`src/hdl/rv_consts.svh`:
```
/*
 * rv32i subset core constants
 * memory depths, reset pc, register count and instruction field encodings
 */
`ifndef RV_CONSTS_SVH
`define RV_CONSTS_SVH

// memory depths in 32-bit words
`define IMEM_WORDS 64
`define DMEM_WORDS 64
`define NUM_REGS   32
`define PC_RESET   32'h0000_0000

// major opcodes
`define OPC_OP     7'b0110011
`define OPC_OP_IMM 7'b0010011
`define OPC_LUI    7'b0110111
`define OPC_AUIPC  7'b0010111
`define OPC_LOAD   7'b0000011
`define OPC_STORE  7'b0100011
`define OPC_BRANCH 7'b1100011
`define OPC_JAL    7'b1101111
`define OPC_JALR   7'b1100111
`define OPC_SYSTEM 7'b1110011

// funct3, alu group
`define F3_ADD  3'b000
`define F3_SLT  3'b010
`define F3_XOR  3'b100
`define F3_OR   3'b110
`define F3_AND  3'b111
// funct3, memory and jumps
`define F3_LW   3'b010
`define F3_SW   3'b010
`define F3_JALR 3'b000
// funct3, branches
`define F3_BEQ  3'b000
`define F3_BNE  3'b001
`define F3_BLT  3'b100
`define F3_BGE  3'b101

// funct7 for register-register ops
`define F7_BASE 7'b0000000
`define F7_SUB  7'b0100000

// addi x0,x0,0 and ebreak
`define NOP_INST    32'h0000_0013
`define EBREAK_INST 32'h0010_0073

`endif
```
`src/hdl/rv_pkg.sv`:
```
/*
 * shared types of the two-stage rv32i subset core
 * data words, register indices, alu operations and core run state
 */
package rv_pkg;

  // data or byte address
  typedef logic [31:0] word_t;

  // architectural register number
  typedef logic [4:0] reg_idx_t;

  // alu operation select
  typedef enum logic [3:0] {
    alu_add    = 4'd0,
    alu_sub    = 4'd1,
    alu_and    = 4'd2,
    alu_or     = 4'd3,
    alu_xor    = 4'd4,
    // signed set-less-than
    alu_slt    = 4'd5,
    // lui passes the immediate through
    alu_pass_b = 4'd6,
    // branch compares, result is 1 when taken
    alu_eq     = 4'd7,
    alu_ne     = 4'd8,
    alu_lt     = 4'd9,
    alu_ge     = 4'd10
  } alu_op_t;

  // core run state
  typedef enum logic [1:0] {
    // waiting for program load and start
    st_idle = 2'd0,
    st_run  = 2'd1,
    // ebreak or illegal seen, only reset leaves this
    st_halt = 2'd2
  } core_state_t;

endpackage

```
`src/hdl/data_mem.sv`:
```
/*
 * data memory
 * word RAM, combinational read, synchronous write, word index from addr[7:2]
 */
`timescale 1ns/1ns
`include "rv_consts.svh"

module data_mem
  import rv_pkg::*;
(
  input  logic  clk,
  input  logic  wen,
  input  word_t addr,
  input  word_t wdata,
  output word_t rdata
);

  localparam int DMEM_AW = $clog2(`DMEM_WORDS);

  word_t                mem [`DMEM_WORDS];
  logic [DMEM_AW-1:0]   widx;

  // byte address to word index, low two bits ignored
  assign widx = addr[DMEM_AW+1:2];

  // lw result available in the same cycle
  assign rdata = mem[widx];

  always_ff @(posedge clk) begin
    if (wen) begin
      mem[widx] <= wdata;
    end
  end

endmodule

```
`config.mk`:
```
export PLATFORM = sky130hd
export DESIGN_NAME = data_mem
export DESIGN_NICKNAME = d
export VERILOG_FILES = /design/src/hdl/rv_pkg.sv /design/src/hdl/data_mem.sv
export VERILOG_INCLUDE_DIRS = /design/src /design/src/hdl
export SDC_FILE = /design/constraint.sdc
export NUM_CORES = 2
export LEC_CHECK = 0
export BUFFER_PORTS_ARGS = -buffer_cell sky130_fd_sc_hd__buf_4
export CORE_AREA = 8 8 387 389
export DETAILED_ROUTE_END_ITERATION = 8
export DIE_AREA = 0 0 395 397
export PLACE_DENSITY = 0.71
export SYNTH_ARGS = -nofsm -noshare
export SYNTH_HDL_FRONTEND = slang
export SYNTH_SLANG_ARGS = --single-unit
```
`constraint.sdc`:
```
create_clock -name clk -period 7.5 [get_ports clk]
set_input_delay 0.75 -clock clk [delete_from_list [all_inputs] [get_ports clk]]
set_output_delay 0.75 -clock clk [all_outputs]
set_load 0.1 [all_outputs]
```
* After elaboration in Yosys (flattened, before gate mapping)
Memories as Yosys holds them, arrays and structs flattened.
Index checks and enable logic that the tools add are counted.
** Operators by class
- Multiplexer cells :: 2
** Operators by type and width (number)
- $mux 1 :: 2
** Storage, ports and cells
- Output and inout bits :: 32
- Memories :: 1
- RAM bits :: 2048
- Word-level logic and storage cells :: 3
- Register bits after elaboration :: 0
** Memories
- mem :: depth 64, width 32, rd ports 1, clocked after Yosys merged registers in 0, write ports 1, RTL line data_mem.sv:20 : word_t mem [`DMEM_WORDS];

* Longest topological paths before layout
- Depth in word-level cells :: 2
- Mapped depth :: 13

* Worst setup path after synthesis
No wires, ideal clock.
- Path kind :: input port to output port
- Start :: input port addr[4]
- End :: output port rdata[0]
- Stages :: 11
- Arrival :: 3.674 ns
- Setup slack :: 3.076 ns
- Cells stage by stage :: buf_2 > buf_2 > buf_2 > buf_2 > buf_2 > buf_2 > mux4_2 > nand2_1 > nand3_1 > a2111oi_0 > nand4_1
** Between the ends
- Cells in the longest elaborated chain, start to end :: 1
** RTL lines
- start, declared :: RTL line data_mem.sv:13 : input word_t addr,
- $mem_v2 64x32
- end, declared :: RTL line data_mem.sv:15 : output word_t rdata
Every way passes these cells.

* Worst setup path in the final report
- Start :: input port addr[2]
- End :: output port rdata[26]
The elaborated chain is that of the path after synthesis.

==> out/metrics.cfg <==
[setup_path]
setup.worst_path.class=input port to output port
path_buf_inv=4
critPathMostFrequentCell=buf_4
arrival_ns=4.74
crit_slowest_cell=a2111oi_1
worst_setup_path_end_kind=output port
cp.required_ns=6.75
critPathMaxFanout=49
path_delay_family=buffers and inverters
start_kind=input port
max_stage_delay_ns=1.02
critical_path_depth=9
cp_cell_sequence=buf_8, buf_4, and3b_1, buf_4, a22oi_1, a31oi_1, a2111oi_1, nand3_1, buf_4

[grt]
grt_max_degree=117
antenna_found_initial=18
grt_pass1_vias=41815
grt_pass1_wl_um=299000
gr-total-overflow=0
grtUsageTotal=0.262

[cells_and_area]
final_layout_size_suffix_gt1_frac=0.181
syn_to_final_growth_pct=12.2
nets=4388
final_area_mm2=0.0878
seq_area_mm2=0.0615
n_fill_cell=9903
top_register=mem
stdcell_count=6394
largest_reg_flops=2048
top_regs=mem x2048
multi_input_area_mm2=0.0161

[synthesis]
synth-edff-count=2048
yosys-top-cells-area=edfxtp_1, mux2i_1, mux4_2, mux2_2, a221oi_1
synthFlopType=edfxtp_1
synth_area_per_cell_um2=18.6
yosysTopAreaCell=edfxtp_1
yosys.area_share.adder=0
synth_top_family_by_area=compound AO/OA/AOI/OAI gates
synth_async_sr_flop_share=0
synth_xor_area_frac=0
synth-simple-area-share=0.0283
syn_nets=4273
yosysTopAreaCellShare=0.786
synthMostInstantiatedCell=edfxtp_1
synth_seq_cells=2048
synthCells=4207
synth_cell_types=55
yosys-top-cells-count=edfxtp_1, mux2i_1, a22oi_1
synthesis.area_mm2=0.0783
synth-compound-area-share=0.0873
synthMuxAreaShare=0.0819
ys_seq_area_frac=0.786
yosys_warnings=0

[routing]
met1_length_um=78900
wl_per_cell_um=32.9
first_iter_violations=6341
routed.top_layer=met5
wl_met2_um=97600
dr_total_vias=43204
viasPerCell=6.76
wl_met3_um=24700
drc_errors=0
ant_nets=0
drtPass1Iterations=8
wl_um=210000

[clock_network]
cts_root_buf=clkbuf_16
clk_path_buf_depth=3
htreeDepth=4
cts_resized=0
cts_setup_buffers=0
clkTransAtPathRegs_ns=0.06
postCtsHoldBufs=0
cts_tree=done
numCtsBuffers=192
clock_sinks=2048

[power]
seqPwrFrac=0.538
p_comb_frac=0.063
leakagePower_uw=0.0281
ir_drop_mv=0.256
swShare=0.223
switchingPower_uw=5250
clkPwrFrac=0.399
powerDensity_mw_per_mm2=268
p_int_uw=18300

[sta]
tightest_slew_ns=1.29
hold_violations=0
fin_crit_ns=5.49
period_share=0.731
slew_headroom=0.141
slew_violations=0
fmax_mhz=182
setup_violations=0
rsz0062_at_grt=no
fin_hold_ws_ns=0.460
fin_tns_setup_ns=0

[die]
core_mm2=0.144
row_count=140
dieArea_mm2=0.157
die_h_um=397
die_x_um=395
initial_core_util=0.543
io_pins=98

[placed_design]
post-dp-hpwl_um=115000
place.gp.congestion=0.864
dpl.cell_count=6045
portBuffers=71
postPlaceCellArea_mm2=0.0818

[worst_hold_path]
worstHoldPathType=input port to flop
hold_depth=1

[flow_run]
maxCapViolations=0

[run_status]
status=completed

==> power groups by stage <==
stage / clock network [uW] / logic (uW) / registers (uW)
after global placement: 0 / 1450 / 12900
after global routing: 9910 / 1540 / 12700
after detailed placement: 0 / 1470 / 12900
after floorplan: 0 / 821 / 12900
after CTS: 9460 / 1470 / 12700
final: 9400 / 1490 / 12700
==> worst paths after layout <==
check / to / from
worst min-delay path: mem[49][6]$_DFFE_PP_ / wdata[6]
worst max-delay path: rdata[26] / addr[2]
==> stage by stage <==
| stage | setup WS [ns] | total power, uW | utilization |
|---|---|---|---|
| after floorplan | 3.08 | 13800 | - |
| after global placement | 2.10 | 14400 | 0.567 |
| after detailed placement | 2.09 | 14400 | 0.567 |
| after CTS | 2.10 | 23600 | 0.609 |
| after global routing | 1.98 | 24100 | 0.609 |
| final | 2.01 | 23600 | 0.609 |
==> cells by family (layout without fill, tap and decap cells) <==
| family | count (synthesis) | in the layout |
|---|---|---|
| other | 0 | 3 |
| buffers and inverters | 300 | 567 |
| muxes | 502 | 502 |
| DFF | 2048 | 2048 |
| AOI/OAI and AO/OA | 933 | 933 |
| and+or+nand+nor | 424 | 424 |
==> cells in the final DEF (no fill, tap or decap), drive strengths merged, types with 3 or more instances in the layout <==
master / Yosys / layout
a2111oi: 15 / 15
a211oi: 17 / 17
a21oi: 121 / 121
a221o: 15 / 15
a221oi: 175 / 175
a222oi: 16 / 16
a22o: 66 / 66
a22oi: 188 / 188
a31oi: 43 / 43
and2: 5 / 5
and3: 85 / 85
buf: 129 / 219
bufinv: 0 / 15
clkbuf: 169 / 243
clkinv: 0 / 78
diode: 0 / 3
edfxtp: 2048 / 2048
inv: 2 / 10
mux2: 147 / 147
mux2i: 259 / 259
mux4: 96 / 96
nand2: 28 / 28
nand2b: 18 / 18
nand3: 54 / 54
nand4: 3 / 3
nor2: 145 / 145
nor2b: 8 / 8
nor3: 22 / 22
nor4: 14 / 14
o21ai: 85 / 85
o221ai: 6 / 6
o22a: 70 / 70
o22ai: 93 / 93
o2bb2ai: 15 / 15
or3: 4 / 4
or4: 15 / 15
or4b: 14 / 14
==> cell type report <==
class | count | share of cell area
Sequential cell | 2048 | 0.700
Multi-Input combinational cell | 1859 | 0.183
Clock buffer | 243 | 0.0571
Tap cell | 1917 | 0.0273
Timing Repair Buffer | 219 | 0.0203
Clock inverter | 103 | 0.0117
Inverter | 2 | 0.000171
Antenna cell | 3 | 0.0000855
==> per-layer routing <==
layer  vias up  GRT usage
li1      17753          -
met1     22179      0.361
met2      2791      0.407
met3       469     0.0606
met4        12      0.106
met5         -          0
Power figures use the tool's default switching activity.
