==> src/hdl/rv_consts.svh <==
/*
 * rv32i subset core constants
 * memory depths, reset pc, register count and instruction field encodings
 */
`ifndef RV_CONSTS_SVH
`define RV_CONSTS_SVH

// memory depths in 32-bit words
`define IMEM_WORDS 64
`define DMEM_WORDS 64
`define NUM_REGS   32
`define PC_RESET   32'h0000_0000

// major opcodes
`define OPC_OP     7'b0110011
`define OPC_OP_IMM 7'b0010011
`define OPC_LUI    7'b0110111
`define OPC_AUIPC  7'b0010111
`define OPC_LOAD   7'b0000011
`define OPC_STORE  7'b0100011
`define OPC_BRANCH 7'b1100011
`define OPC_JAL    7'b1101111
`define OPC_JALR   7'b1100111
`define OPC_SYSTEM 7'b1110011

// funct3, alu group
`define F3_ADD  3'b000
`define F3_SLT  3'b010
`define F3_XOR  3'b100
`define F3_OR   3'b110
`define F3_AND  3'b111
// funct3, memory and jumps
`define F3_LW   3'b010
`define F3_SW   3'b010
`define F3_JALR 3'b000
// funct3, branches
`define F3_BEQ  3'b000
`define F3_BNE  3'b001
`define F3_BLT  3'b100
`define F3_BGE  3'b101

// funct7 for register-register ops
`define F7_BASE 7'b0000000
`define F7_SUB  7'b0100000

// addi x0,x0,0 and ebreak
`define NOP_INST    32'h0000_0013
`define EBREAK_INST 32'h0010_0073

`endif
==> src/hdl/rv_pkg.sv <==
/*
 * shared types of the two-stage rv32i subset core
 * data words, register indices, alu operations and core run state
 */
package rv_pkg;

  // data or byte address
  typedef logic [31:0] word_t;

  // architectural register number
  typedef logic [4:0] reg_idx_t;

  // alu operation select
  typedef enum logic [3:0] {
    alu_add    = 4'd0,
    alu_sub    = 4'd1,
    alu_and    = 4'd2,
    alu_or     = 4'd3,
    alu_xor    = 4'd4,
    // signed set-less-than
    alu_slt    = 4'd5,
    // lui passes the immediate through
    alu_pass_b = 4'd6,
    // branch compares, result is 1 when taken
    alu_eq     = 4'd7,
    alu_ne     = 4'd8,
    alu_lt     = 4'd9,
    alu_ge     = 4'd10
  } alu_op_t;

  // core run state
  typedef enum logic [1:0] {
    // waiting for program load and start
    st_idle = 2'd0,
    st_run  = 2'd1,
    // ebreak or illegal seen, only reset leaves this
    st_halt = 2'd2
  } core_state_t;

endpackage

==> src/hdl/alu.sv <==
/*
 * alu
 * add, sub, logic, signed compare and the branch conditions
 */
`timescale 1ns/1ns

module alu
  import rv_pkg::*;
(
  input  word_t   a,
  input  word_t   b,
  input  alu_op_t op,
  output word_t   result
);

  logic lt_s;

  // signed compare shared by slt, blt and bge
  assign lt_s = ($signed(a) < $signed(b));

  always_comb begin
    case (op)
      alu_add:    result = a + b;
      alu_sub:    result = a - b;
      alu_and:    result = a & b;
      alu_or:     result = a | b;
      alu_xor:    result = a ^ b;
      alu_slt:    result = {31'b0, lt_s};
      // lui, immediate already shifted by the decoder
      alu_pass_b: result = b;
      // branch ops give 1 when taken
      alu_eq:     result = {31'b0, (a == b)};
      alu_ne:     result = {31'b0, (a != b)};
      alu_lt:     result = {31'b0, lt_s};
      alu_ge:     result = {31'b0, !lt_s};
      default:    result = '0;
    endcase
  end

endmodule

==> config.mk <==
export PLATFORM = sky130hd
export DESIGN_NAME = alu
export DESIGN_NICKNAME = d
export VERILOG_FILES = /design/src/hdl/rv_consts.svh /design/src/hdl/rv_pkg.sv /design/src/hdl/alu.sv
export SDC_FILE = /design/constraint.sdc
export NUM_CORES = 1
export LEC_CHECK = 0
export BUFFER_PORTS_ARGS = -buffer_cell sky130_fd_sc_hd__buf_2
export CORE_MARGIN = 2
export CORE_UTILIZATION = 23
export DETAILED_ROUTE_END_ITERATION = 8
export GPL_TIMING_DRIVEN = 0
export PLACE_DENSITY = 0.48
export SLEW_MARGIN = 10
export SYNTH_ARGS = -nofsm -noshare
export SYNTH_HDL_FRONTEND = slang
export SYNTH_SLANG_ARGS = --single-unit
export TNS_END_PERCENT = 5
==> constraint.sdc <==
create_clock -name vclk -period 2.9
set_clock_uncertainty 0.2 [all_clocks]
set_input_delay 0.145 -clock vclk [all_inputs]
set_output_delay 0.145 -clock vclk [all_outputs]
set_load 0.005 [all_outputs]
; Word-level counts from Yosys, hierarchy flattened
; Cells that the tools add are included.
[totals]
regBits = 0
latch_bits = 0
ram_bits = 0
mem_bits_ro = 0
inputBits = 68
output_inout_bits = 32
wordCells = 22
memories = 0
[op_classes]
n_addsub = 2
mul = 0
div_mod_pow = 0
magnitude_cmp = 1
n_eq_ne = 12
shift = 0
n_mux = 1
bitwise = 3
reduce_logical = 3
[ops]
columns = op, count
row1 = $pmux W32 S10, 1
row2 = $add A32 B32 Y32, 1
row3 = $and A32 B32 Y32, 1
row4 = $eq A32 B32 Y1, 1
row5 = $lt A32 B32 Y1, 1
row6 = $ne A32 B32 Y1, 1
row7 = $or A32 B32 Y32, 1
row8 = $sub A32 B32 Y32, 1
row9 = $xor A32 B32 Y32, 1
row10 = $eq A4 B3 Y1 const B, 4
row11 = $eq A4 B4 Y1 const B, 3
row12 = $eq A4 B2 Y1 const B, 2
row13 = $eq A4 B1 Y1 const B, 1
row14 = $logic_not A4 Y1, 1
row15 = $reduce_or A2 Y1, 1
row16 = $logic_not A1 Y1, 1

; Longest topological paths before layout
[logic_depth]
depth_word = 3
ltp_mapped = 13
depth_no_buf = 13

; Worst setup path after synthesis
; Ideal clock, no wire load.
[synth_path]
path_kind = input port to output port
from = input a[0]
to = output result[26]
t_arrival_ps = 2639
t_required_ps = 2555
path_slack_ps = -84
stages = 13
n_path_buf = 0
path_cell_list = inv_1 > ha_1 > fa_1 > o21bai_1 > a211oi_2 > o21ba_2 > o31a_4 > o21ai_4 > a31oi_1 > nor2_1 > nand2_1 > mux2i_1 > or3_1
[synth_between]
elab_chain_cells = 2
word_cells_on_any_way = 3
cone_classes = add/sub: 2 / mux: 1
[synth_lines]
columns = element, line_no
row1 = from (decl), alu.sv:10  ; input word_t a,
row2 = $sub A32 B32 Y32 / $add A32 B32 Y32 (equally long branches), "alu.sv:24, alu.sv:23"
row3 = $pmux W32 S10 *, alu.sv:22  ; case (op)
row4 = to (decl), alu.sv:13  ; output word_t result
; Every way passes the cells marked *; elsewhere a longest branch is shown, timed or not.

; Final worst setup path
[layout_path]
from = input b[0]
to = output result[30]
[layout_between]
elab_chain_cells = 2
word_cells_on_any_way = 3
cone_classes = add/sub: 2 / mux: 1
[layout_lines]
columns = element, line_no
row1 = from (decl), alu.sv:11  ; input word_t b,
row2 = $sub A32 B32 Y32 / $add A32 B32 Y32 (equally long branches), "alu.sv:24, alu.sv:23"
row3 = $pmux W32 S10 *, alu.sv:22
; Marks and branches as above.

==> run metrics <==
antenna violations before repair 0; drt pass-1 iters 5; Antenna diodes 0; min Tclk post-route roughly 3.4 ns; Rows 55; initial core utilization 0.233; met3 Use GR 0.0118; Min-Delay Path Depth 4; PnR worst setup slack -0.466 ns; total congestion overflow 0; Hold Crit Class input pin to output port; Synth area leader ha_1; RSZ-0062 raised after global routing true; Tcrit/Tclk final 1.16; Max FO, Critical Path 3; height of the die approximately 150 microns; CLK BUF 0; final hold viol count 0; Worst setup SP type input pin; met1 Usage GRT 0.247; slew margin rel. 0.141; Total GRT Usage 0.186; Net Sw Frac 0.605; floorplan core area 0.0224 sq mm; Die ar. 0.0239 sq mm; ANT nets after route 0; vias per std cell 5.48; CTS Hold Buffers Added 0; Clock power frac 0; Hold Path End result[2]; Yosys cell types 79; Mean Syn Cell Area 6.50 sq um; Max VDD drop about 40 uV; Mapped Area 0.00522 sq mm; Hold Path Origin b[2]; Core Util, Final 0.299; P per Cell Area 192 mW/mm^2; most instantiated library cell after synthesis ha_1; largest net degree at the start of global routing 11; Port Buf Inserts 100; final setup vio count 28; violated checks negative setup slack; IO Count 100; most used routing layer in global routing met2; nets 1093; # fillers about 2500; Worst-Margin Slew 1.28 ns; critical path type input pin to output port; Detail Placement HPWL 18300 microns; Total Routed Length 23200 microns; commonest cells in the netlist ha_1 (97), inv_1 (89), nor2_1 (81), a21oi_1 (80), nand2_1 (47); share of the synthesized area in the top cell type 0.233; total of max-cap violations 0; top post-synthesis cells by area ha_1 (23%), a21oi_1 (7.7%), inv_1 (6.4%); switching power 0.779 mW; share of layout cells above drive strength 1 0.263; Reg power frac 0; f_max 0.297 GHz; P&R area growth vs syn 28.3%; status complete, but fails checks; vias in the first global route 6346; sequential area share after synthesis 0; Critical Path AT 3.02 ns; Iter 0 DRT Violations between 700 and 800; WP data required 2.56 ns; dpl cell area between 0.006 and 0.007 sq mm; Comb power frac 1.000; Final Max Tran Viols 0; gpl congestion between 0.9 and 1; via count roughly 6600; drt wl/cell 19.2 microns; met2 Use GR 0.329; Total Power about 1.3 mW; first-pass GRT wire length 35700 microns; Yosys warning count 0; Crit. End Element output port; die width 155 microns; final instance area 0.00670 sq mm; DR DRC count 0; Sequential Area 0 sq um; Leakage Power about 3.1 nW; sequential cell count 0; Post-Syn Nets 970; Post-Synthesis Cells 803; Pint around 0.51 mW
==> worst max-delay path by stage <==
stage          start         end  slack (ns)  cells after the start
6_report        b[0]  result[30]       -0.47                     15
5_1_grt        b[22]   result[0]       -0.50                     12
4_1_cts         b[0]  result[30]       -0.50                     15
3_5_place_dp    b[0]  result[30]       -0.84                     15
3_3_place_gp   op[2]  result[25]       -1.11                      8
2_1_floorplan   a[0]   result[0]       -0.02                     13
==> stage by stage <==
| step | hold WS, ns | setup TNS (ns) | setup WS, ns | std cells |
|---|---|---|---|---|
| floorplan | 0.194 | -0.0310 | -0.0197 | 803 |
| global placement | 0.444 | -26.87 | -1.11 | 1188 |
| detailed placement | 0.450 | -15.58 | -0.837 | 1189 |
| CTS | 0.452 | -9.34 | -0.495 | 1197 |
| global route | 0.466 | -10.07 | -0.502 | 1209 |
| finish | 0.439 | -6.40 | -0.466 | 1209 |
==> logic make-up after synthesis <==
group | after synthesis | synth area share
AOI/OAI and AO/OA | 318 | 0.421
and+or+nand+nor | 234 | 0.214
muxes | 5 | 0.00983
adders and majority gates | 99 | 0.240
buffers and inverters | 144 | 0.109
xor gates and xnor gates | 3 | 0.00503
==> layout by cell type, fill, tap and decap left out, types with 17 or more instances in the layout <==
cell type,count
buf_2,106
a221oi_1,20
buf_4,24
nand2_1,45
inv_1,85
nor3_1,22
nor2_1,77
o21ai_0,41
a21oi_1,65
o211ai_1,18
clkbuf_2,17
ha_1,93
a22oi_1,19
==> metal layers <==
metal	routed length, microns	share of wire
met1	10300	0.44
met2	11000	0.47
met3	1310	0.056
met4	599	0.026
met5	0	0
==> worst max-delay path, cell delays in order <==
cell and delay [ns]:
buf_2 0.14, ha_4 0.14, inv_1 0.05, fa_2 0.34, nand3b_1 0.18, nand2_2 0.10
a21oi_2 0.08, o21ai_2 0.20, nand4b_1 0.22, o311a_1 0.42, o21a_1 0.21, o31a_1 0.30
o21a_1 0.12, o22ai_2 0.22, buf_2 0.16
==> power by group through the flow <==
| stage | Combinational, mW | Clock [mW] | Sequential (mW) |
|---|---|---|---|
| after floorplan | 0.729 | 0 | 0 |
| after global placement | 1.11 | 0 | 0 |
| after detailed placement | 1.11 | 0 | 0 |
| after CTS | 1.17 | 0 | 0 |
| after global routing | 1.41 | 0 | 0 |
| final | 1.29 | 0 | 0 |
==> area by class of cell <==
cell class | instances | area, sq um | share of cell area
inverter | 92 | 350 | 0.0523
multi-input combinational | 659 | 5050 | 0.754
buffer | 51 | 259 | 0.0387
timing repair buffer | 122 | 683 | 0.102
tap | 285 | 357 | 0.0532
==> timing repair <==
item	in CTS	in global routing
resized for setup	46	84
pin swaps	20	39
setup buffers	8	13
setup endpoints to repair	32	32
No activity file was read; power rests on OpenSTA's default activity.
