**config.mk**
```make
export PLATFORM = sky130hd
export DESIGN_NAME = reg_file
export DESIGN_NICKNAME = d
export VERILOG_FILES = /design/src/hdl/rv_pkg.sv /design/src/hdl/reg_file.sv
export VERILOG_INCLUDE_DIRS = /design/src /design/src/hdl
export SDC_FILE = /design/constraint.sdc
export NUM_CORES = 2
export LEC_CHECK = 0
export BUFFER_PORTS_ARGS = -buffer_cell sky130_fd_sc_hd__buf_4
export CORE_MARGIN = 10
export CORE_UTILIZATION = 69
export CTS_CLUSTER_SIZE = 16
export DETAILED_ROUTE_END_ITERATION = 10
export HOLD_SLACK_MARGIN = 0.02
export PLACE_DENSITY_LB_ADDON = 0.15
export SYNTH_ARGS = -nofsm -noshare
export SYNTH_HDL_FRONTEND = slang
export SYNTH_SLANG_ARGS = --single-unit
export TNS_END_PERCENT = 100
```
**constraint.sdc**
```tcl
create_clock -name clk -period 10.85 [get_ports clk]
set_input_delay 1.085 -clock clk [delete_from_list [all_inputs] [get_ports clk]]
set_output_delay 1.085 -clock clk [all_outputs]
set_load 0.01 [all_outputs]
```
**src/hdl/rv_consts.svh**
```systemverilog
/*
 * rv32i subset core constants
 * memory depths, reset pc, register count and instruction field encodings
 */
`ifndef RV_CONSTS_SVH
`define RV_CONSTS_SVH

// memory depths in 32-bit words
`define IMEM_WORDS 64
`define DMEM_WORDS 64
`define NUM_REGS   32
`define PC_RESET   32'h0000_0000

// major opcodes
`define OPC_OP     7'b0110011
`define OPC_OP_IMM 7'b0010011
`define OPC_LUI    7'b0110111
`define OPC_AUIPC  7'b0010111
`define OPC_LOAD   7'b0000011
`define OPC_STORE  7'b0100011
`define OPC_BRANCH 7'b1100011
`define OPC_JAL    7'b1101111
`define OPC_JALR   7'b1100111
`define OPC_SYSTEM 7'b1110011

// funct3, alu group
`define F3_ADD  3'b000
`define F3_SLT  3'b010
`define F3_XOR  3'b100
`define F3_OR   3'b110
`define F3_AND  3'b111
// funct3, memory and jumps
`define F3_LW   3'b010
`define F3_SW   3'b010
`define F3_JALR 3'b000
// funct3, branches
`define F3_BEQ  3'b000
`define F3_BNE  3'b001
`define F3_BLT  3'b100
`define F3_BGE  3'b101

// funct7 for register-register ops
`define F7_BASE 7'b0000000
`define F7_SUB  7'b0100000

// addi x0,x0,0 and ebreak
`define NOP_INST    32'h0000_0013
`define EBREAK_INST 32'h0010_0073

`endif
```
**src/hdl/rv_pkg.sv**
```systemverilog
/*
 * shared types of the two-stage rv32i subset core
 * data words, register indices, alu operations and core run state
 */
package rv_pkg;

  // data or byte address
  typedef logic [31:0] word_t;

  // architectural register number
  typedef logic [4:0] reg_idx_t;

  // alu operation select
  typedef enum logic [3:0] {
    alu_add    = 4'd0,
    alu_sub    = 4'd1,
    alu_and    = 4'd2,
    alu_or     = 4'd3,
    alu_xor    = 4'd4,
    // signed set-less-than
    alu_slt    = 4'd5,
    // lui passes the immediate through
    alu_pass_b = 4'd6,
    // branch compares, result is 1 when taken
    alu_eq     = 4'd7,
    alu_ne     = 4'd8,
    alu_lt     = 4'd9,
    alu_ge     = 4'd10
  } alu_op_t;

  // core run state
  typedef enum logic [1:0] {
    // waiting for program load and start
    st_idle = 2'd0,
    st_run  = 2'd1,
    // ebreak or illegal seen, only reset leaves this
    st_halt = 2'd2
  } core_state_t;

endpackage

```
**src/hdl/reg_file.sv**
```systemverilog
/*
 * integer register file
 * 32 x 32 bits, x0 reads zero, two async reads, one sync write
 */
`timescale 1ns/1ns
`include "rv_consts.svh"

module reg_file
  import rv_pkg::*;
(
  input  logic     clk,
  input  logic     rst_n,
  input  logic     wen,
  input  reg_idx_t waddr,
  input  word_t    wdata,
  input  reg_idx_t raddr1,
  input  reg_idx_t raddr2,
  output word_t    rdata1,
  output word_t    rdata2
);

  word_t regs [`NUM_REGS];

  // writes to x0 dropped, so regs[0] stays at its reset zero
  always_ff @(posedge clk) begin
    if (!rst_n) begin
      for (int i = 0; i < `NUM_REGS; i++) begin
        regs[i] <= '0;
      end
    end else if (wen && (waddr != '0)) begin
      regs[waddr] <= wdata;
    end
  end

  assign rdata1 = regs[raddr1];
  assign rdata2 = regs[raddr2];

  // x0 reads zero on both ports, even after writes aimed at it
  a_x0_zero: assert property (
    @(posedge clk) disable iff (!rst_n)
      ((raddr1 == '0) -> (rdata1 == '0)) && ((raddr2 == '0) -> (rdata2 == '0))
  );

endmodule

```
# After elaboration in Yosys (flattened, before gate mapping)
# Memory sizes are Yosys's and may differ from the RTL's.
# Index checks and enable logic that the tools add are counted.
dict set report classes {
  n_mux 7
  n_lt_le_gt_ge 0
  n_shift 0
  n_addsub 0
  div_mod_pow 0
  n_bitwise 0
  multipliers 0
  reduce_logical 3
  eq_ne 0
}
# cell n
set ops {}
lappend ops {{two-way mux 32 bit} 1}
lappend ops {{OR reduction 32 bit} 1}
lappend ops {{two-way mux 1 bit} 5}
lappend ops {{two-way mux 5 bit} 1}
lappend ops {{nonzero test 5 bit} 1}
lappend ops {{logical AND 1 bit} 1}
dict set report word_totals {
  latchBits 0
  memories 1
  ff_bits 0
  output_inout_bits 64
  rom_bits 0
  in_bits 50
  word_cells 11
  ramBits 1024
}
# name depth width read_ports rd_clocked_by_memory_dff write_ports line_no
set mem_list {}
lappend mem_list {regs 32 32 2 0 32 reg_file.sv:22} ;# word_t regs [`NUM_REGS];

# Logic depth before layout (Yosys ltp)
dict set report logic_depth {
  depth_word 7
  ltp_mapped 8
  ltp_nobuf 5
}

# Least setup slack after synthesis
# OpenSTA, ideal clock, no wires.
dict set report synth_path {
  kind {input -> register}
  startpoint {input rst_n}
  endpoint {memory regs[24][0] (netlist name) (enable)}
  t_arrival_ps 3971
  path_buffers 1
  t_required_ps 10384
  setup_slack_ps 6414
  stages 4
  path_cell_list {nand2_1 -> or3_4 -> buf_6 -> o21ai_0}
}
# element line_no
set synth_rtl {}
lappend synth_rtl {{from (decl)} reg_file.sv:12} ;# input logic rst_n,
lappend synth_rtl {{to (decl)} reg_file.sv:22}

# Worst setup path after layout
dict set report layout_path {
  startpoint {input raddr2[1]}
  endpoint {output rdata2[27]}
}
dict set report layout_via {
  elab_chain_cells 1
}
# element line_no
set layout_rtl {}
lappend layout_rtl {{from (decl)} reg_file.sv:17} ;# input reg_idx_t raddr2,
lappend layout_rtl {{memory (32 x 32 bit)} n/a}
lappend layout_rtl {{to (decl)} reg_file.sv:19} ;# output word_t rdata2
# Every way passes these cells.

==> impl_metrics.csv <==
group,metric,value,unit
global_route,antenna_found_initial,14,
power,p_sw,2389,uW
logic_synthesis,synth.avg_cell_area,12.09,sq um
logic_synthesis,syn-cell-area,55720,sq um
final_layout,reg_top3,"regs (1024)",
detailed_routing,met2_wirelength,77350,um
power,power_frac_comb,0.120,
floorplanning,num_io_pins,114,
floorplanning,die_x,304.2,um
final_layout,fin_util,0.7553,
critical_path,startpoint_type,"primary input",
worst_hold_path,hp-start,"wdata[24]",
critical_path,crit_start,"raddr2[1]",
placement,place_inst,5463,
placement,dpl.hpwl,92230,um
final_layout,drive_gt1_frac,0.09546,
detailed_routing,highest_layer,"met5",
final_layout,seqCellArea,30750,sq um
logic_synthesis,synth-seq-cells,1024,
power,peakVddDrop,0.0001435,V
timing,finalCriticalPeriod,5535,ps
clock_tree,cts_buffer_depth,3,
placement,place_ws,5487,ps
critical_path,end_kind,"primary output",
floorplanning,die_y,304.2,um
timing,worstMarginPinSlew,1257,ps
global_route,grt_util_all_layers,0.3746,
critical_path,path_max_fanout,64,
power,p_int,6940,uW
final_layout,top_register,"regs",
logic_synthesis,ys_seq_area_frac,0.5519,
timing,hold_viol,0,
power,p_seq_frac,0.503,
timing,final.setup.tns,0,ps
detailed_routing,drc_errors,0,
detailed_routing,drt-met1-wl,63600,um
global_route,grt_max_degree,131,
timing,slew_headroom,0.1620,
clock_tree,cts_resized,0,
clock_tree,postCtsSetupBuffers,0,
timing,setup_viol,0,
detailed_routing,vias,40540,
final_layout,syn_to_final_growth,8.832,%
global_route,grt_pass1_vias,39670,
final_layout,fin_cells,5670,
run,drv_cap,0,
timing,finalMaxSlewViolations,0,
timing,finalWorstSetupSlack,5315,ps
clock_tree,ctsRootBufferMaster,"clkbuf_16",
status,status,"finished, final reports clean",
final_layout,largest_register_ffs,1024,
placement,place_congestion,0.8508,
power,switching_share,0.2561,
global_route,overflow,0,
clock_tree,path_clk_slew,60,ps
timing,grt_setup_unrepaired,"false",
power,post-layout-total-power,9329,uW
detailed_routing,ant_nets,0,
detailed_routing,firstDrtPassIters,6,
critical_path,crit_arrival,4450,ps
clock_tree,clock_sinks,1024,
detailed_routing,via_per_inst,7.150,
detailed_routing,wl_met3,27130,um
logic_synthesis,yosys_warnings,0,
detailed_routing,wl_per_cell,31.57,um
timing,period_share,0.5101,
floorplanning,initial_core_util,0.6940,
final_layout,final_nets,4562,
worst_hold_path,hp-class,"primary input to flop",
logic_synthesis,synth_cell_types,32,
timing,max_freq,0.1807,GHz
floorplanning,row_count,104,
detailed_routing,routed_wirelength,179000,um
critical_path,critPathRequiredTime,9770,ps
critical_path,crit_type,"primary input to primary output",
logic_synthesis,syn-instance-count,4609,
final_layout,multiInputGateArea,23560,sq um
clock_tree,hold_buffers,0,
power,clock_power_share,0.376,
clock_tree,cts_tree,"built",
detailed_routing,drtIter0Drc,6543,
clock_tree,cts_htree_levels,3,
power,p_leak,0.02373,uW
power,power.density,153.8,nW/um^2
clock_tree,numCtsBuffers,107,
final_layout,n_fill_cell,5148,
placement,port_buffers,113,
floorplanning,dieArea,92510,sq um
floorplanning,core_area,80290,sq um
global_route,grt_pass1_wl,258900,um
## cell usage after synthesis
cell type	count	area share
and2_1	994	0.11
nor2_2	7	0.00079
a21oi_1	192	0.017
nor3_1	64	0.0057
inv_1	1	0.000067
nand4b_1	1	0.00016
nand3b_1	3	0.00040
nand4_1	1	0.00011
buf_2	82	0.0074
nand2_2	1	0.00011
or3_4	1	0.00020
a22oi_1	192	0.026
a31oi_1	64	0.0072
clkbuf_1	254	0.017
clkbuf_2	18	0.0016
or3_1	1	0.00011
buf_4	60	0.0081
o21ai_0	31	0.0028
or3b_1	2	0.00031
nor2b_1	4	0.00045
a22o_1	128	0.020
nor2_1	23	0.0015
conb_1	1	0.000067
buf_6	3	0.00061
nand2b_1	4	0.00045
nor2_4	5	0.0010
or2_2	2	0.00022
edfxtp_1	1024	0.55
nand2_1	196	0.013
nand3_1	193	0.017
buf_1	33	0.0022
mux2i_1	1024	0.18
## per-layer routing
| layer | vias to the layer above | track usage |
|---|---|---|
| met5 | - | 0 |
| met4 | 12 | 0.2126 |
| met3 | 743 | 0.09940 |
| met2 | 3529 | 0.5482 |
| met1 | 19550 | 0.5027 |
| li1 | 16710 | - |
## kinds of logic after synthesis
group                  Yosys count  share of synthesized area
AND/OR/NAND/NOR               1502                     0.1538
buffers and inverters          451                    0.03708
AO/OA/AOI/OAI                  607                    0.07321
multiplexers                  1024                     0.1840
flip-flops                    1024                     0.5519
other                            1                 0.00006731
## per-stage QoR
step	instance area [sq um]	hold WS, ps
2_1_floorplan	55830	1283
3_3_place_gp	57330	1560
3_5_place_dp	57330	1569
4_1_cts	60610	877.6
5_1_grt	60610	924.3
6_report	60640	896.6
## worst max-delay path: stages
cell,delay [ps]
buf_8,480
buf_4,830
buf_4,870
mux2i_1,290
a22o_1,180
nor3_1,50
a31oi_1,170
nand3_1,140
buf_4,180
## cell usage in the layout, fill, tap and decap left out
master      netlist  layout
mux2i_1        1024    1024
edfxtp_1       1024    1024
and2_1          994     992
buf_4            60     205
nand2_1         196     194
nand3_1         193     193
a22oi_1         192     192
a21oi_1         192     192
a22o_1          128     128
clkbuf_16         0     108
nor3_1           64      64
a31oi_1          64      64
clkinv_1          0      33
conb_1            1      32
o21ai_4           0      31
clkinv_2          0      25
nor2_4            5      24
clkbuf_1        254      18
diode_2           0      11
nor2_2            7       9
bufinv_16         0       7
buf_12            0       6
nor2b_4           0       4
nand2b_2          0       4
nand2_2           1       3
nand3b_1          3       3
clkinvlp_4        0       3
and2_4            0       2
or2_2             2       2
or3b_1            2       2
nor2_1           23       2
buf_8             0       2
nand4_1           1       1
nand4b_1          1       1
or3_4             1       1
or3_1             1       1
inv_2             0       1
clkinv_8          0       1
inv_6             0       1
## power by group through the flow
stage	Combinational (uW)	Clock, uW	Sequential [uW]
global placement	1060	0	4750
CTS	1090	3500	4690
finish	1120	3510	4690
floorplan	688	0	4740
global route	1160	3660	4710
detailed placement	1080	0	4770
## worst paths after layout
check,cells past startpoint,to,slack [ps]
worst max-delay path,9,rdata2[27],5320
worst min-delay path,2,regs[9][24],900
## area by class of cell
cell class                      instances  share of cell area
Sequential cell                      1024              0.5071
Multi-Input combinational cell       3165              0.3886
Clock buffer                          126             0.04568
Timing Repair Buffer                  213             0.02786
Tap cell                             1060             0.02187
Clock inverter                         70            0.008357
Antenna cell                           11           0.0004540
Inverter                                1          0.00006190
(Power assumes the default switching activity.)
