$ cat config.mk
export PLATFORM = sky130hd
export DESIGN_NAME = fetch_unit
export DESIGN_NICKNAME = d
export VERILOG_FILES = /design/src/hdl/rv_pkg.sv /design/src/hdl/fetch_unit.sv
export VERILOG_INCLUDE_DIRS = /design/src /design/src/hdl
export SDC_FILE = /design/constraint.sdc
export NUM_CORES = 2
export LEC_CHECK = 0
export ABC_AREA = 0
export ABC_CLOCK_PERIOD_IN_PS = 3600
export BUFFER_PORTS_ARGS = -buffer_cell sky130_fd_sc_hd__clkbuf_2
export CAP_MARGIN = 20
export CORE_ASPECT_RATIO = 1.2
export CORE_MARGIN = 4
export CORE_UTILIZATION = 51
export DETAILED_ROUTE_END_ITERATION = 8
export GPL_TIMING_DRIVEN = 0
export PLACE_DENSITY = 0.67
export SYNTH_ARGS = -nofsm -noshare
export SYNTH_HDL_FRONTEND = slang
export SYNTH_SLANG_ARGS = --single-unit
$ cat constraint.sdc
create_clock -name clk -period 3.6 [get_ports clk]
set_input_delay 0.54 -clock clk [delete_from_list [all_inputs] [get_ports clk]]
set_output_delay 0.54 -clock clk [all_outputs]
set_load 0.1 [all_outputs]
$ cat src/hdl/rv_consts.svh
/*
 * rv32i subset core constants
 * memory depths, reset pc, register count and instruction field encodings
 */
`ifndef RV_CONSTS_SVH
`define RV_CONSTS_SVH

// memory depths in 32-bit words
`define IMEM_WORDS 64
`define DMEM_WORDS 64
`define NUM_REGS   32
`define PC_RESET   32'h0000_0000

// major opcodes
`define OPC_OP     7'b0110011
`define OPC_OP_IMM 7'b0010011
`define OPC_LUI    7'b0110111
`define OPC_AUIPC  7'b0010111
`define OPC_LOAD   7'b0000011
`define OPC_STORE  7'b0100011
`define OPC_BRANCH 7'b1100011
`define OPC_JAL    7'b1101111
`define OPC_JALR   7'b1100111
`define OPC_SYSTEM 7'b1110011

// funct3, alu group
`define F3_ADD  3'b000
`define F3_SLT  3'b010
`define F3_XOR  3'b100
`define F3_OR   3'b110
`define F3_AND  3'b111
// funct3, memory and jumps
`define F3_LW   3'b010
`define F3_SW   3'b010
`define F3_JALR 3'b000
// funct3, branches
`define F3_BEQ  3'b000
`define F3_BNE  3'b001
`define F3_BLT  3'b100
`define F3_BGE  3'b101

// funct7 for register-register ops
`define F7_BASE 7'b0000000
`define F7_SUB  7'b0100000

// addi x0,x0,0 and ebreak
`define NOP_INST    32'h0000_0013
`define EBREAK_INST 32'h0010_0073

`endif
$ cat src/hdl/rv_pkg.sv
/*
 * shared types of the two-stage rv32i subset core
 * data words, register indices, alu operations and core run state
 */
package rv_pkg;

  // data or byte address
  typedef logic [31:0] word_t;

  // architectural register number
  typedef logic [4:0] reg_idx_t;

  // alu operation select
  typedef enum logic [3:0] {
    alu_add    = 4'd0,
    alu_sub    = 4'd1,
    alu_and    = 4'd2,
    alu_or     = 4'd3,
    alu_xor    = 4'd4,
    // signed set-less-than
    alu_slt    = 4'd5,
    // lui passes the immediate through
    alu_pass_b = 4'd6,
    // branch compares, result is 1 when taken
    alu_eq     = 4'd7,
    alu_ne     = 4'd8,
    alu_lt     = 4'd9,
    alu_ge     = 4'd10
  } alu_op_t;

  // core run state
  typedef enum logic [1:0] {
    // waiting for program load and start
    st_idle = 2'd0,
    st_run  = 2'd1,
    // ebreak or illegal seen, only reset leaves this
    st_halt = 2'd2
  } core_state_t;

endpackage

$ cat src/hdl/fetch_unit.sv
/*
 * fetch stage
 * pc register, instruction memory with load port, if/id register with flush
 * and the idle/run/halt state machine
 */
`timescale 1ns/1ns
`include "rv_consts.svh"

module fetch_unit
  import rv_pkg::*;
(
  input  logic        clk,
  input  logic        rst_n,
  input  logic        load_en,
  input  word_t       load_addr,
  input  word_t       load_data,
  input  logic        start,
  input  logic        redirect,
  input  word_t       redirect_pc,
  input  logic        stop,
  output word_t       ifid_pc,
  output word_t       ifid_inst,
  output logic        ifid_valid,
  output word_t       pc,
  output core_state_t state
);

  localparam int IMEM_AW = $clog2(`IMEM_WORDS);

  word_t       imem [`IMEM_WORDS];
  core_state_t state_nxt;
  logic        fetch_en;

  // program load, byte address, idle only
  always_ff @(posedge clk) begin
    if (load_en && (state == st_idle)) begin
      imem[load_addr[IMEM_AW+1:2]] <= load_data;
    end
  end

  // idle -> run on start, run -> halt on stop
  always_comb begin
    state_nxt = state;
    case (state)
      st_idle: if (start) state_nxt = st_run;
      st_run:  if (stop) state_nxt = st_halt;
      default: state_nxt = state;
    endcase
  end

  // a word moves into if/id only in run, with no stop or redirect pending
  assign fetch_en = (state == st_run) && !stop && !redirect;

  always_ff @(posedge clk) begin
    if (!rst_n) begin
      state      <= st_idle;
      pc         <= `PC_RESET;
      ifid_valid <= 1'b0;
      ifid_inst  <= `NOP_INST;
    end else begin
      state <= state_nxt;
      if (fetch_en) begin
        pc         <= pc + 32'd4;
        ifid_inst  <= imem[pc[IMEM_AW+1:2]];
        ifid_valid <= 1'b1;
      end else begin
        // taken branch or jump, skip the word fetched behind it
        if ((state == st_run) && !stop && redirect) begin
          pc <= redirect_pc;
        end
        ifid_inst  <= `NOP_INST;
        ifid_valid <= 1'b0;
      end
    end
  end

  // pc of the instruction held in if/id
  always_ff @(posedge clk) begin
    if (fetch_en) begin
      ifid_pc <= pc;
    end
  end

  // nothing may execute before start
  a_idle_no_valid: assert property (
    @(posedge clk) disable iff (!rst_n) (state == st_idle) |-> !ifid_valid
  );

endmodule

== Yosys cells after proc, flatten, opt, wreduce, memory -nomap -nowiden ==
Memory sizes are Yosys's and may differ from the RTL's. A register that Yosys moved wholly into a read port is not among the register bits.
Cells that the tools add are included.

* Add/sub/neg operators: 1
* Equal/unequal tests: 3
* Muxes and demuxes: 8
* Reductions and logical operators: 12

{| class="wikitable"
|+ Operator list
! cell !! number
|-
| $mux 32 || 2
|-
| $add 32x3->32 const B || 1
|-
| $logic_and 1x1->1 || 4
|-
| $mux 2 || 2
|-
| $ne 2x2->1 const B || 2
|-
| $pmux 2 s2 || 1
|-
| $reduce_bool 2->1 || 2
|-
| $logic_not 1->1 || 3
|-
| $mux 1 || 3
|-
| $reduce_and 3->1 || 1
|-
| $eq 2x1->1 const B || 1
|-
| $logic_not 2->1 || 1
|-
| $reduce_and 2->1 || 1
|}

* Register bits after elaboration: 67
* RAM bits: 2048
* Input bits: 102
* Output and inout port bits: 99
* Logic and storage cells: 29
* Memories: 1

{| class="wikitable"
|+ Memory list
! name !! words !! width !! read ports !! clocked after Yosys merged registers in !! write ports !! line !! RTL
|-
| imem || 64 || 32 || 1 || 1 || 1 || fetch_unit.sv:30 || <nowiki>word_t imem [`IMEM_WORDS];</nowiki>
|}

== Depth between registers and ports, before layout ==
* Depth in word-level cells: 5
* Depth in mapped cells: 11
* Mapped depth without buffers: 6

== Least setup slack after synthesis ==
OpenSTA, ideal clock, no wires.

* Path type: reg2reg
* From: register state[0]
* To: register ifid_pc[0] (enable)
* Library setup time: 0.421 ns
* Data arrival time: 3.207 ns
* Required time: 3.179 ns
* Setup slack: -0.028 ns
* Cell stages (with the launch flop): 5
* Buffers on the path: 2
* Clock period less this slack: 3.628 ns
* Path through: dfxtp_1 -> or3b_1 -> clkbuf_1 -> clkbuf_1 -> nor2_1

* Cells in the longest elaborated chain, start to end: 3

{| class="wikitable"
|+ Ends and longest elaborated chain
! what !! line !! RTL
|-
| start: declaration || fetch_unit.sv:25 || <nowiki>output core_state_t state</nowiki>
|-
| start signal: assignment || fetch_unit.sv:56 || <nowiki>state <= st_idle;</nowiki>
|-
| start signal: assignment || fetch_unit.sv:61 || <nowiki>state <= state_nxt;</nowiki>
|-
| $eq 2x1->1 || fetch_unit.sv:52 || <nowiki>assign fetch_en = (state == st_run) && !stop && !redirect;</nowiki>
|-
| $logic_and 1x1->1 (2 in series) || fetch_unit.sv:52 ||
|-
| via fetch_en || fetch_unit.sv:32 || <nowiki>logic fetch_en;</nowiki>
|-
| end signal: assignment || fetch_unit.sv:80 || <nowiki>ifid_pc <= pc;</nowiki>
|-
| end: declaration || fetch_unit.sv:21 || <nowiki>output word_t ifid_pc,</nowiki>
|}

The timed path passes the listed nets, and every way through them passes these cells.
A chain may end at the register's enable or synchronous reset.

==> insert_results.sql <==
INSERT INTO impl_metrics (metric_group, metric, value, unit) VALUES
('outcome', 'outcome', 'finished, violations left', ''),
('outcome', 'violations_in_the_final_reports', 'negative setup slack', ''),
('logic_synthesis', 'postSynthAreaPerCell', '22.0', 'sq um'),
('logic_synthesis', 'netlist.top_cell.by_area', 'sky130_fd_sc_hd__edfxtp_1', ''),
('timing', 'layout_setup_ws', '-0.106', 'ns'),
('route', 'iter_0_drt_violations', '6660', ''),
('logic_synthesis', 'synth_enable_flop_cells', '2080', ''),
('critical_path', 'r2r_start', 'pc[5]', ''),
('logic_synthesis', 'ys_types', '68', ''),
('grt', 'first_global_vias', '43200', ''),
('route', 'drc_errors', '0', ''),
('logic_synthesis', 'asyncSetResetFlopFracSynth', '0', ''),
('clocking', 'worst_skew_pair.late_latency', '0.83', 'ns'),
('place', 'place_inst', '6151', ''),
('worst_hold_path', 'min-delay-path-class', 'in -> reg', ''),
('logic_synthesis', 'syn-num-nets', '3846', ''),
('timing', 'finalSetupViolations', '7', ''),
('worst_hold_path', 'holdPathStages', '4', ''),
('cells_and_area', 'fillerInstances', '11300', ''),
('cells_and_area', 'area_growth', '16.2', '%'),
('clocking', 'cts_tree', 'done', ''),
('logic_synthesis', 'synth_cells', '3743', ''),
('critical_path', 'timing.reg2reg.setup_slack', '-0.11', 'ns'),
('logic_synthesis', 'synth_commonest_cells', 'sky130_fd_sc_hd__edfxtp_1, sky130_fd_sc_hd__mux4_2, sky130_fd_sc_hd__mux2i_1', ''),
('critical_path', 'worst_path_dominant_cell_family', 'buffers and inverters', ''),
('logic_synthesis', 'ys_top_cells_by_area', 'sky130_fd_sc_hd__edfxtp_1, sky130_fd_sc_hd__mux4_2, sky130_fd_sc_hd__mux2i_1', ''),
('timing', 'fmax', '270', 'MHz'),
('clocking', 'tritoncts_num_sinks', '2147', ''),
('clocking', 'tritoncts.num_buffers', '195', ''),
('worst_hold_path', 'startpoint_of_the_worst_hold_path', 'redirect_pc[13]', ''),
('critical_path', 'worst_path_max_delay_cell', 'sky130_fd_sc_hd__dfxtp_1', ''),
('clocking', 'clockBufferDepth', '3', ''),
('timing', 'finalWorstPathRequiredPeriod', '3.71', 'ns'),
('logic_synthesis', 'synth-seq-cells', '2147', ''),
('critical_path', 'critPathRequiredTime', '4.25', 'ns'),
('cells_and_area', 'multi_input_area', '0.0178', 'sq mm'),
('timing', 'max_slew_headroom', '0.178', ''),
('grt', 'grt_use_total', '0.297', ''),
('route', 'detail_route.wirelength', '250', 'mm'),
('critical_path', 'worst-r2r-cell-count', '9', ''),
('critical_path', 'critical_path_peak_fanout', '10', ''),
('timing', 'slew_viol_final', '0', ''),
('timing', 'clock-skew-final', '0.0299', 'ns'),
('critical_path', 'crit_chain', 'buf_2, buf_4, buf_4, nand2_1, clkbuf_1, o22ai_1, o21ai_0, o211ai_1, o21ai_1', ''),
('route', 'antenna_violating_nets_post_route', '0', ''),
('cells_and_area', 'layoutNonFillerInstCount', '6552', ''),
('power', 'leakagePower', '29.4', 'nW'),
('route', 'drt_pre_antenna_iters', '6', ''),
('timing', 'setup_total_negative_slack', '-0.255', 'ns'),
('logic_synthesis', 'synth-seq-area-share', '0.776', ''),
('critical_path', 'critical-path-max-stage-delay', '0.57', 'ns'),
('timing', 'worst_slew_pin_tran', '1.23', 'ns'),
('power', 'total_power', '0.0504', 'W'),
('cells_and_area', 'final_core_utilization', '0.596', ''),
('critical_path', 'crit_buf_inv', '4', ''),
('power', 'powerDensity', '528', 'mW/mm^2'),
('logic_synthesis', 'synth.cell_area', '0.0822', 'sq mm'),
('grt', 'grt_start_max_net_pins', '65', ''),
('critical_path', 'cp-start-kind', 'flop', ''),
('critical_path', 'arrival_time_of_the_worst_setup_path', '4.36', 'ns'),
('cells_and_area', 'drive_gt1_frac', '0.314', ''),
('floorplan', 'floorplan.io_pins', '201', ''),
('cells_and_area', 'layout.area.seq', '0.0638', 'sq mm'),
('critical_path', 'startpoint', 'pc[5]', ''),
('grt', 'grt_remaining_overflow', '0', ''),
('place', 'place.port_buffers', '169', ''),
('floorplan', 'core.rowCount', '161', ''),
('place', 'place_congestion', '0.908', ''),
('clocking', 'clkTransAtPathRegs', '0.06', 'ns'),
('critical_path', 'r2r_end', 'ifid_inst[3]', ''),
('worst_hold_path', 'holdPathEnd', 'pc[13]', '');
==> what timing repair did <==
| action | 4_1_cts | 5_1_grt |
|---|---|---|
| cloned | 0 | 0 |
| hold endpoints to repair | 7 | 0 |
| resized for setup | 62 | 25 |
| hold buffers | 7 | 0 |
| buffers inserted | 18 | 4 |
| setup endpoints to repair | 130 | 468 |
| pin swaps | 7 | 3 |
==> worst max path at each step <==
stage	endpoint	slack [ns]	cells past startpoint
after floorplan	imem[59][0]	0.35	5
after global placement	imem[19][9]	-2.38	5
after detailed placement	ifid_inst[22]	-0.77	8
after CTS	imem[55][9]	0.003	5
after global routing	imem[19][19]	-0.003	7
final	ifid_inst[3]	-0.11	9
==> layout make-up <==
type	count	area share
diodes	9	0.000236
plain buffers	211	0.0140
clock buffers	264	0.0563
clock inverters	95	0.00764
inverters	7	0.000275
multi-input cells	1374	0.186
flip-flops and latches	2147	0.668
well taps	2119	0.0278
repair buffers	326	0.0400
==> worst min-delay path, stage by stage <==
cell and delay (ns):
sky130_fd_sc_hd__clkbuf_2 0.10, sky130_fd_sc_hd__nand2_1 0.06, sky130_fd_sc_hd__a21o_1 0.10, sky130_fd_sc_hd__a21oi_1 0.05
==> state kept, by name, indices dropped and copies added (netlist names) <==
register / flops
ifid_inst: 32
ifid_pc: 32
ifid_valid: 1
imem: 2048
pc: 32
state: 2
==> kinds of logic after synthesis <==
family / share of synthesized area
DFF: 0.776
muxes: 0.158
AOI/OAI and AO/OA: 0.0308
and+or+nand+nor: 0.0186
buffers and inverters: 0.0157
xor gates and xnor gates: 0.000107
adders and majority gates: 0.000152
==> per-layer routing <==
metal  vias up  GRT usage  routed length, um
met5         -          0                 60
met4         8      0.156              16100
met3       732     0.0742              28100
met2      3176      0.475             119000
met1     23300      0.381              86200
li1      16900          -                  -
==> metrics by stage <==
| step | hold WS, ns | area, sq um |
|---|---|---|
| 4_1_cts | 0.0249 | 95200 |
| 3_5_place_dp | 0.470 | 88700 |
| 3_3_place_gp | 0.466 | 85700 |
| 6_report | 0.0616 | 95500 |
| 2_1_floorplan | 0.639 | 82200 |
| 5_1_grt | 0.0459 | 95500 |
==> power by group <==
group | total (W) | leakage (nW) | internal [W] | switching (W)
registers | 0.0275 | 19.3 | 0.0275 | 0.0000449
clock network | 0.0201 | 2.99 | 0.0111 | 0.00907
logic | 0.00279 | 7.13 | 0.000940 | 0.00185
total | 0.0504 | 29.4 | 0.0395 | 0.0110
==> placed cells by master (no fill, tap or decap), drive strengths merged, types with 4 or more instances in the layout <==
cell type / count
and2: 9
o22ai: 79
o211ai: 14
clkinv: 74
o221ai: 21
and3: 11
a22oi: 8
nor2: 119
nand3: 40
o31ai: 5
clkbuf: 500
a22o: 8
bufinv: 8
buf: 294
nor3: 11
dlygate4sd3: 7
a211oi: 45
nand2b: 6
o221a: 8
a21oi: 56
a31oi: 13
a221oi: 13
mux4: 494
mux2: 43
clkinvlp: 4
nand3b: 7
nand2: 65
or3b: 5
or3: 4
and4: 4
dfxtp: 67
mux2i: 140
o21ai: 79
nor2b: 14
edfxtp: 2080
nor4: 6
inv: 16
a2111oi: 9
nand4: 12
diode: 9
(Power assumes the default switching activity.)
